<file path="config.mk">
export PLATFORM = sky130hd
export DESIGN_NAME = uart_top
export DESIGN_NICKNAME = d
export VERILOG_FILES = /design/src/hdl/uart_pkg.sv /design/src/hdl/uart_top.sv /design/src/hdl/uart_rx.sv /design/src/hdl/uart_tx.sv /design/src/hdl/uart_baud_gen.sv /design/src/hdl/uart_fifo.sv /design/src/hdl/uart_wb_regs.sv
export VERILOG_INCLUDE_DIRS = /design/src /design/src/hdl
export SDC_FILE = /design/constraint.sdc
export NUM_CORES = 1
export LEC_CHECK = 0
export ABC_AREA = 1
export BUFFER_PORTS_ARGS = -buffer_cell sky130_fd_sc_hd__buf_2
export CAP_MARGIN = 10
export CORE_MARGIN = 1
export CORE_UTILIZATION = 30
export DETAILED_ROUTE_END_ITERATION = 10
export PLACE_DENSITY = 0.45
export SYNTH_ARGS = -nofsm -noshare
export SYNTH_HDL_FRONTEND = slang
export SYNTH_HIERARCHICAL = 1
export SYNTH_SLANG_ARGS = --single-unit
</file>
<file path="constraint.sdc">
create_clock -name clk -period 5.45 [get_ports clk]
set_clock_uncertainty 0.2 [all_clocks]
set_input_delay 0.8175 -clock clk [delete_from_list [all_inputs] [get_ports clk]]
set_output_delay 0.8175 -clock clk [all_outputs]
set_load 0.01 [all_outputs]
</file>
<file path="src/hdl/uart_cfg.svh">
`ifndef UART_CFG_SVH
`define UART_CFG_SVH

// Width of one character on the line.
`define UART_DATA_BITS 8

// Number of entries in the transmit FIFO.
`define UART_FIFO_DEPTH 8

// Sample ticks per bit time, used by both the receiver and the baud generator.
`define UART_OVERSAMPLE 16

// Clocks per sample tick after reset.
`define UART_DIV_RESET 2

`endif
</file>
<file path="src/hdl/uart_pkg.sv">
`include "uart_cfg.svh"

package uart_pkg;

  typedef logic [`UART_DATA_BITS-1:0] uart_byte_t;

  typedef enum logic [1:0] {
    DATA   = 2'd0,
    CTRL   = 2'd1,
    STATUS = 2'd2
  } uart_addr_e;

  // ------------------------------
  // Wishbone bundles
  // ------------------------------
  typedef struct packed {
    logic        cyc;
    logic        stb;
    logic        we;
    uart_addr_e  adr;
    logic [31:0] dat;
  } wb_req_t;

  typedef struct packed {
    logic        ack;
    logic [31:0] dat;
  } wb_rsp_t;

  // ------------------------------
  // Register contents
  // ------------------------------
  typedef struct packed {
    logic        parity_enable;
    logic [15:0] divisor;
  } uart_ctrl_t;

  typedef struct packed {
    logic tx_full;
    logic tx_empty;
    logic tx_busy;
    logic rx_valid;
    logic rx_parity_error;
    logic rx_frame_error;
    logic rx_overrun;
  } uart_status_t;

  typedef struct packed {
    uart_byte_t data;
    logic       parity_error;
    logic       frame_error;
  } rx_frame_t;

  typedef struct packed {
    logic [31-`UART_DATA_BITS:0] pad;
    uart_byte_t                  data;
  } uart_data_word_t;

  typedef struct packed {
    logic [14:0] pad;
    uart_ctrl_t  ctrl;
  } uart_ctrl_word_t;

  typedef struct packed {
    logic [24:0]  pad;
    uart_status_t status;
  } uart_status_word_t;

  // The same bus word, read according to the register address.
  typedef union packed {
    uart_data_word_t   data_view;
    uart_ctrl_word_t   ctrl_view;
    uart_status_word_t status_view;
  } uart_reg_word_u;

endpackage

</file>
<file path="src/hdl/uart_top.sv">
`include "uart_cfg.svh"

module uart_top
  import uart_pkg::*;
(
  input  logic    clk,
  input  logic    reset,
  input  wb_req_t wb_req,
  output wb_rsp_t wb_rsp,
  input  logic    rx,
  output logic    tx
);

  logic       push;
  uart_byte_t push_data;
  logic       fifo_full;
  logic       fifo_empty;
  logic       fifo_valid;
  uart_byte_t fifo_data;
  logic       tx_ready;
  logic       tx_busy;
  logic       tx_done;
  uart_ctrl_t ctrl;
  logic       ctrl_write;
  logic       sample_tick;
  logic       baud_tick;
  logic       frame_valid;
  rx_frame_t  rx_frame;

  uart_wb_regs u_regs (
    .clk        (clk),
    .reset      (reset),
    .wb_req     (wb_req),
    .wb_rsp     (wb_rsp),
    .push       (push),
    .push_data  (push_data),
    .fifo_full  (fifo_full),
    .fifo_empty (fifo_empty),
    .tx_busy    (tx_busy || tx_done),
    .frame_valid(frame_valid),
    .rx_frame   (rx_frame),
    .ctrl       (ctrl),
    .ctrl_write (ctrl_write)
  );

  uart_fifo #(
    .DEPTH(`UART_FIFO_DEPTH)
  ) u_fifo (
    .clk      (clk),
    .reset    (reset),
    .push     (push),
    .push_data(push_data),
    .full     (fifo_full),
    .empty    (fifo_empty),
    .ready    (tx_ready),
    .valid    (fifo_valid),
    .pop_data (fifo_data)
  );

  uart_baud_gen u_baud_gen (
    .clk        (clk),
    .reset      (reset),
    .ctrl       (ctrl),
    .restart    (ctrl_write),
    .sample_tick(sample_tick),
    .baud_tick  (baud_tick)
  );

  // The FIFO's valid doubles as the send request, and the pop happens on the latch edge.
  uart_tx #(
    .DATA_BITS(`UART_DATA_BITS)
  ) u_tx (
    .clk          (clk),
    .reset        (reset),
    .baud_tick    (baud_tick),
    .send_request (fifo_valid),
    .tx_data      (fifo_data),
    .parity_enable(ctrl.parity_enable),
    .ready        (tx_ready),
    .tx_pin       (tx),
    .tx_busy      (tx_busy),
    .tx_done      (tx_done)
  );

  uart_rx #(
    .DATA_BITS(`UART_DATA_BITS)
  ) u_rx (
    .clk          (clk),
    .reset        (reset),
    .sample_tick  (sample_tick),
    .parity_enable(ctrl.parity_enable),
    .rx_pin       (rx),
    .frame_valid  (frame_valid),
    .rx_frame     (rx_frame)
  );

endmodule

</file>
<file path="src/hdl/uart_rx.sv">
`include "uart_cfg.svh"

module uart_rx
  import uart_pkg::*;
#(
  parameter int DATA_BITS = 8
) (
  input  logic      clk,
  input  logic      reset,
  input  logic      sample_tick,
  input  logic      parity_enable,
  input  logic      rx_pin,
  output logic      frame_valid,
  output rx_frame_t rx_frame
);

  typedef enum logic [2:0] {
    IDLE,
    START,
    DATA,
    PARITY,
    STOP
  } rx_state_e;

  localparam int OS = `UART_OVERSAMPLE;
  localparam int CW = $clog2(OS);
  localparam int IW = (DATA_BITS > 1) ? $clog2(DATA_BITS) : 1;

  rx_state_e            state;
  logic                 rx_meta;
  logic                 rx_sync;
  logic                 rx_last;
  logic [CW-1:0]        sample_cnt;
  logic [IW-1:0]        bit_index;
  logic [DATA_BITS-1:0] shift;
  logic                 parity_error;
  logic                 mid_bit;

  // Sixteen samples after the middle of one bit is the middle of the next.
  assign mid_bit = (sample_cnt == CW'(OS - 1));

  // ------------------------------
  // Synchronizer
  // ------------------------------
  always_ff @(posedge clk or posedge reset) begin
    if (reset) begin
      rx_meta <= 1'b1;
      rx_sync <= 1'b1;
    end else begin
      rx_meta <= rx_pin;
      rx_sync <= rx_meta;
    end
  end

  // ------------------------------
  // Frame FSM
  // ------------------------------
  always_ff @(posedge clk or posedge reset) begin
    if (reset) begin
      state        <= IDLE;
      rx_last      <= 1'b1;
      sample_cnt   <= '0;
      bit_index    <= '0;
      shift        <= '0;
      parity_error <= 1'b0;
      frame_valid  <= 1'b0;
      rx_frame     <= '0;
    end else begin
      frame_valid <= 1'b0;
      if (sample_tick) begin
        rx_last <= rx_sync;
        case (state)
          IDLE: begin
            // Only a falling edge starts a frame, so a held low line is not re-read.
            if (!rx_sync && rx_last) begin
              sample_cnt <= '0;
              state      <= START;
            end
          end
          START: begin
            if (sample_cnt == CW'(OS / 2 - 1)) begin
              sample_cnt <= '0;
              if (!rx_sync) begin
                bit_index    <= '0;
                parity_error <= 1'b0;
                state        <= DATA;
              end else begin
                state <= IDLE;
              end
            end else begin
              sample_cnt <= sample_cnt + 1'b1;
            end
          end
          DATA: begin
            if (mid_bit) begin
              sample_cnt <= '0;
              shift      <= {rx_sync, shift[DATA_BITS-1:1]};
              if (bit_index == IW'(DATA_BITS - 1)) begin
                state <= parity_enable ? PARITY : STOP;
              end else begin
                bit_index <= bit_index + 1'b1;
              end
            end else begin
              sample_cnt <= sample_cnt + 1'b1;
            end
          end
          PARITY: begin
            if (mid_bit) begin
              sample_cnt   <= '0;
              parity_error <= ~(^shift ^ rx_sync);
              state        <= STOP;
            end else begin
              sample_cnt <= sample_cnt + 1'b1;
            end
          end
          STOP: begin
            if (mid_bit) begin
              sample_cnt  <= '0;
              frame_valid <= 1'b1;
              rx_frame    <= '{data: shift, parity_error: parity_error, frame_error: !rx_sync};
              state       <= IDLE;
            end else begin
              sample_cnt <= sample_cnt + 1'b1;
            end
          end
          default: state <= IDLE;
        endcase
      end
    end
  end

endmodule

</file>
<file path="src/hdl/uart_tx.sv">
module uart_tx
  import uart_pkg::*;
#(
  parameter int DATA_BITS = 8
) (
  input  logic       clk,
  input  logic       reset,
  input  logic       baud_tick,
  input  logic       send_request,
  input  uart_byte_t tx_data,
  input  logic       parity_enable,
  output logic       ready,
  output logic       tx_pin,
  output logic       tx_busy,
  output logic       tx_done
);

  typedef enum logic [2:0] {
    IDLE,
    START,
    DATA,
    ODD_PARITY,
    STOP,
    DONE
  } tx_state_e;

  localparam int IW = (DATA_BITS > 1) ? $clog2(DATA_BITS) : 1;

  tx_state_e            state;
  logic [IW-1:0]        bit_index;
  logic [DATA_BITS-1:0] shift;

  assign ready = (state == IDLE);

  always_ff @(posedge clk or posedge reset) begin
    if (reset) begin
      state     <= IDLE;
      tx_pin    <= 1'b1;
      tx_busy   <= 1'b0;
      tx_done   <= 1'b0;
      bit_index <= '0;
      shift     <= '1;
    end else begin
      case (state)
        IDLE: begin
          tx_done <= 1'b0;
          tx_busy <= 1'b0;
          tx_pin  <= 1'b1;
          if (send_request) begin
            shift   <= tx_data;
            tx_busy <= 1'b1;
            state   <= START;
          end
        end
        default: begin
          // Every bit after the latch starts on a baud tick.
          if (baud_tick) begin
            case (state)
              START: begin
                tx_pin    <= 1'b0;
                bit_index <= '0;
                state     <= DATA;
              end
              DATA: begin
                tx_pin <= shift[bit_index];
                if (bit_index == IW'(DATA_BITS - 1)) begin
                  state <= parity_enable ? ODD_PARITY : STOP;
                end else begin
                  bit_index <= bit_index + 1'b1;
                end
              end
              ODD_PARITY: begin
                // Makes the number of ones across data and parity odd.
                tx_pin <= ~^shift;
                state  <= STOP;
              end
              STOP: begin
                tx_pin <= 1'b1;
                state  <= DONE;
              end
              DONE: begin
                tx_done <= 1'b1;
                tx_busy <= 1'b0;
                state   <= IDLE;
              end
              default: state <= IDLE;
            endcase
          end
        end
      endcase
    end
  end

endmodule

</file>
<file path="src/hdl/uart_baud_gen.sv">
`include "uart_cfg.svh"

module uart_baud_gen
  import uart_pkg::*;
(
  input  logic       clk,
  input  logic       reset,
  input  uart_ctrl_t ctrl,
  input  logic       restart,
  output logic       sample_tick,
  output logic       baud_tick
);

  localparam int OS_W = $clog2(`UART_OVERSAMPLE);

  logic [15:0]     div_eff;
  logic [15:0]     div_cnt;
  logic [OS_W-1:0] os_cnt;

  // Divisors of 0 and 1 run at the fastest supported rate.
  assign div_eff = (ctrl.divisor < 16'd2) ? 16'd2 : ctrl.divisor;

  always_ff @(posedge clk or posedge reset) begin
    if (reset) begin
      div_cnt     <= '0;
      os_cnt      <= '0;
      sample_tick <= 1'b0;
      baud_tick   <= 1'b0;
    end else if (restart) begin
      div_cnt     <= '0;
      os_cnt      <= '0;
      sample_tick <= 1'b0;
      baud_tick   <= 1'b0;
    end else begin
      sample_tick <= 1'b0;
      baud_tick   <= 1'b0;
      if (div_cnt >= div_eff - 16'd1) begin
        div_cnt     <= '0;
        sample_tick <= 1'b1;
        if (os_cnt == OS_W'(`UART_OVERSAMPLE - 1)) begin
          os_cnt    <= '0;
          baud_tick <= 1'b1;
        end else begin
          os_cnt <= os_cnt + 1'b1;
        end
      end else begin
        div_cnt <= div_cnt + 16'd1;
      end
    end
  end

endmodule

</file>
<file path="src/hdl/uart_fifo.sv">
module uart_fifo
  import uart_pkg::*;
#(
  parameter int DEPTH = 8
) (
  input  logic       clk,
  input  logic       reset,
  input  logic       push,
  input  uart_byte_t push_data,
  output logic       full,
  output logic       empty,
  input  logic       ready,
  output logic       valid,
  output uart_byte_t pop_data
);

  localparam int PW = (DEPTH > 1) ? $clog2(DEPTH) : 1;
  localparam int CW = $clog2(DEPTH + 1);

  uart_byte_t    mem [DEPTH];
  logic [PW-1:0] wr_ptr;
  logic [PW-1:0] rd_ptr;
  logic [CW-1:0] count;
  logic          do_push;
  logic          do_pop;

  assign full     = (count == CW'(DEPTH));
  assign empty    = (count == '0);
  assign valid    = !empty;
  assign pop_data = mem[rd_ptr];
  assign do_push  = push && !full;
  assign do_pop   = valid && ready;

  always_ff @(posedge clk or posedge reset) begin
    if (reset) begin
      wr_ptr <= '0;
      rd_ptr <= '0;
      count  <= '0;
    end else begin
      if (do_push) begin
        wr_ptr <= (wr_ptr == PW'(DEPTH - 1)) ? '0 : wr_ptr + 1'b1;
      end
      if (do_pop) begin
        rd_ptr <= (rd_ptr == PW'(DEPTH - 1)) ? '0 : rd_ptr + 1'b1;
      end
      // Simultaneous push and pop leave the count unchanged.
      if (do_push && !do_pop) begin
        count <= count + 1'b1;
      end else if (do_pop && !do_push) begin
        count <= count - 1'b1;
      end
    end
  end

  always_ff @(posedge clk) begin
    if (do_push) begin
      mem[wr_ptr] <= push_data;
    end
  end

endmodule

</file>
<file path="src/hdl/uart_wb_regs.sv">
`include "uart_cfg.svh"

module uart_wb_regs
  import uart_pkg::*;
(
  input  logic       clk,
  input  logic       reset,
  input  wb_req_t    wb_req,
  output wb_rsp_t    wb_rsp,
  output logic       push,
  output uart_byte_t push_data,
  input  logic       fifo_full,
  input  logic       fifo_empty,
  input  logic       tx_busy,
  input  logic       frame_valid,
  input  rx_frame_t  rx_frame,
  output uart_ctrl_t ctrl,
  output logic       ctrl_write
);

  uart_reg_word_u wr_word;
  uart_reg_word_u rd_word;
  uart_status_t   status;
  logic           ack;
  logic [31:0]    rd_dat;
  logic           req;
  logic           wait_full;
  logic           accept;
  logic           data_read;

  uart_byte_t rx_data;
  logic       rx_valid;
  logic       rx_parity_error;
  logic       rx_frame_error;
  logic       rx_overrun;

  // ------------------------------
  // Bus handshake
  // ------------------------------
  assign wr_word = wb_req.dat;

  // The request is ignored while ack is high, since stb is still up in that cycle.
  assign req       = wb_req.cyc && wb_req.stb && !ack;
  assign wait_full = wb_req.we && (wb_req.adr == DATA) && fifo_full;
  assign accept    = req && !wait_full;
  assign push      = accept && wb_req.we && (wb_req.adr == DATA);
  assign push_data = wr_word.data_view.data;
  assign data_read = accept && !wb_req.we && (wb_req.adr == DATA);

  assign status = '{
    tx_full:         fifo_full,
    tx_empty:        fifo_empty,
    tx_busy:         tx_busy,
    rx_valid:        rx_valid,
    rx_parity_error: rx_parity_error,
    rx_frame_error:  rx_frame_error,
    rx_overrun:      rx_overrun
  };

  always_comb begin
    rd_word = '0;
    case (wb_req.adr)
      DATA:    rd_word.data_view.data = rx_data;
      CTRL:    rd_word.ctrl_view.ctrl = ctrl;
      STATUS:  rd_word.status_view.status = status;
      default: rd_word = '0;
    endcase
  end

  always_ff @(posedge clk or posedge reset) begin
    if (reset) begin
      ack                <= 1'b0;
      ctrl_write         <= 1'b0;
      ctrl.parity_enable <= 1'b0;
      ctrl.divisor       <= 16'(`UART_DIV_RESET);
    end else begin
      ack        <= accept;
      ctrl_write <= 1'b0;
      if (accept && wb_req.we && (wb_req.adr == CTRL)) begin
        ctrl       <= wr_word.ctrl_view.ctrl;
        ctrl_write <= 1'b1;
      end
    end
  end

  // ------------------------------
  // Receive holding register
  // ------------------------------
  always_ff @(posedge clk or posedge reset) begin
    if (reset) begin
      rx_valid        <= 1'b0;
      rx_parity_error <= 1'b0;
      rx_frame_error  <= 1'b0;
      rx_overrun      <= 1'b0;
    end else if (frame_valid) begin
      // A new frame wins over a read in the same cycle.
      rx_valid        <= 1'b1;
      rx_parity_error <= (rx_parity_error && !data_read) || rx_frame.parity_error;
      rx_frame_error  <= (rx_frame_error && !data_read) || rx_frame.frame_error;
      rx_overrun      <= (rx_overrun && !data_read) || (rx_valid && !data_read);
    end else if (data_read) begin
      rx_valid        <= 1'b0;
      rx_parity_error <= 1'b0;
      rx_frame_error  <= 1'b0;
      rx_overrun      <= 1'b0;
    end
  end

  always_ff @(posedge clk) begin
    if (frame_valid) begin
      rx_data <= rx_frame.data;
    end
    if (accept) begin
      rd_dat <= wb_req.we ? 32'd0 : rd_word;
    end
  end

  assign wb_rsp = '{ack: ack, dat: rd_dat};

endmodule

</file>
==> summary.txt <==
run status: completed
cts repair resizes: 0
Hold Buf Count CTS: 0
most frequent cells in the layout: nand2_1, nor2_1, inv_1, dfrtp_1, edfxtp_1
Routed Antenna Nets: 0
Die Width: 184 microns
final core occ: 33.8%
Initial Util: 30.6%
design area: 11000 sq um
worst vdd ir: 0.222 mV
post-DR vias/cell: 4.38
HP Class: flop to flop
port bufs: 43
via count: 7043
CP arrival: 3.76 ns
I/O pins: 74
Post-synth EDFFs: 89
post-synthesis mux area share: 0%
final setup TNS: 0 ns
Final Setup Violations: 0
period utilisation layout: 66.4%
full die area: 34000 sq um
syn avg cell area: 8.93 sq um
Cells after DPL: 1577
Synth warnings: 6
DP Wirelength: 15900 microns
site row count: 66
root buffer cell: clkbuf_16
Static Leak: 5.02 nW
Main synth FF type: dfrtp_1
global-route wire length before repair: 36300 microns
Routed WL per cell: 14.0 microns
compound-cell area share of the yosys netlist: 5.62%
clk_lat worst skew: 0.44 ns
commonest non-fill, non-tap cell in the layout: nand2_1
Post-Synth Simple-Gate Area: 26.1%
Synth Instances: 1117
required time worst endpoint: 5.59 ns
synth unique cells: 50
Final #Nets: 1226
WL final: 22500 microns
drt drc: 0
fin cells: 1609
drt pass-1 iters: 4
Core Area: 32600 sq um
minimum clock period after layout: 3.62 ns
WHS Path Cells: 0
Clock Sinks: 194
Post-Place Cell Area: 10400 sq um
Hold Vio Cnt, Final: 0
Post-synth ARST share: 54.1%
crit path launch type: primary input
Final Max Slew Viols: 0
sequential fraction of the synthesis area: 53.3%
Worst-Margin Slew: 0.959 ns
die height: 184 microns
crit path max fanout: 19
Setup Buffers After CTS: 0
R2R depth: 19
Max-cap violations: 0
Clock transition at path regs: 0.08 ns
slew margin rel.: 36.0%
diode count: 0
reg2reg setup slack: 1.85 ns
#FFs+latches synth: 194
total track usage: 14.1%
area of the mapped netlist: 9980 sq um
H-Tree Level Count: 4
CTS Buf Count: 17
initial antenna violation count: 1
Critical path origin: wb_req[33]
RePlAce Congestion: 0.790
setup repair after global routing missed its margin: false
Post-Synth XOR/XNOR Area: 2.72%
largest family of logic cells by synthesized area: simple AND/OR/NAND/NOR gates
critical path class: primary input to flop
FMAX: 0.276 GHz
vias in the first global route: 6888
R2R Path Start: u_fifo/count[0]
CP endpoint kind: flop
Critical Path Sink: u_fifo/count[3]
share of cells above drive strength 1: 14.4%
Post-Synth Adder-Cell Area: 4.09%
Area growth syn-to-layout: 10.4%
Worst R2R End: u_fifo/count[3]
CTS max path bufs: 2
gr ovfl total: 0
CTS tree: yes
largest net degree at the start of global routing: 34
Power Dens Cells: 333 nW/um^2
DRT iter0 DRCs: 429
[metrics by stage]
| step | worst slack (ns) | hold WS, ns | total power, mW |
|---|---|---|---|
| after detailed placement | 1.33 | 0.151 | 2.46 |
| final | 1.83 | 0.158 | 3.67 |
| after global placement | 1.31 | 0.149 | 2.45 |
| after global routing | 1.45 | 0.164 | 3.90 |
| after CTS | 1.80 | 0.160 | 3.74 |
| after floorplan | 2.12 | 0.145 | 2.30 |
[worst min path at each step]
stage	slack, ns	startpoint	end
after detailed placement	0.15	u_rx/rx_meta	u_rx/rx_sync
after global placement	0.15	u_rx/rx_meta	u_rx/rx_sync
final	0.16	u_rx/rx_meta	u_rx/rx_sync
after floorplan	0.15	u_rx/rx_meta	u_rx/rx_sync
after global routing	0.16	u_rx/rx_meta	u_rx/rx_sync
after CTS	0.16	u_rx/rx_meta	u_rx/rx_sync
[worst max-delay path, stage by stage]
cell and delay [ns]:
buf_2 0.12, nor2_1 0.56, nand2_2 0.15, and2_1 0.49
nand3_1 0.20, inv_1 0.06, nand2_2 0.08, inv_2 0.09
ha_1 0.22, inv_1 0.13, ha_1 0.29, or2_2 0.31
nand2_1 0.07, nand2_1 0.05, nand3_1 0.07, nand2_1 0.05
[synth_stat cells, types with 14 or more instances]
cell type / count / area (sq um)
a21oi_1: 15 / 75.1
buf_4: 27 / 203
dfrtp_1: 92 / 2300
edfxtp_1: 89 / 2670
ha_1: 31 / 388
inv_1: 97 / 364
nand2_1: 377 / 1420
nand2_2: 25 / 156
nand3_1: 52 / 260
nor2_1: 101 / 379
o21ai_0: 27 / 135
o21ai_1: 41 / 205
xnor2_1: 14 / 123
xor2_1: 17 / 149
[state kept, by name, summed over array words and instances (netlist names), 8 cells and up]
name,cells
u_fifo/mem,64
u_tx/shift,8
u_regs/ctrl,17
u_regs/rx_data,8
u_regs/rd_dat,17
u_rx/shift,8
u_rx/rx_frame,10
u_baud_gen/div_cnt,16
[final cells by class]
type | count | area, sq um
clock buffer | 18 | 429
clock inverter | 14 | 144
fill | 3435 | 21600
inverter | 113 | 437
multi-input combinational | 782 | 3910
sequential | 194 | 5320
tap | 442 | 553
timing repair buffer | 46 | 238
[layer usage]
metal / GRT usage, % / share of wire [%]
met5: 0 / 0.058
met4: 4.50 / 1.4
met3: 3.14 / 3.6
met2: 23.3 / 48
met1: 18.1 / 47
[power breakdown]
part	switching, mW	total, mW	internal, mW
clock network	0.604	1.25	0.647
registers	0.141	1.78	1.64
logic	0.388	0.639	0.251
[logic make-up after synthesis]
group           count (synthesis)
simple gates                  604
flops                         194
buf+inv                       155
compound gates                100
fa+ha+maj                      32
xor+xnor                       31
other cells                     1
No activity file was read; power rests on OpenSTA's default activity.
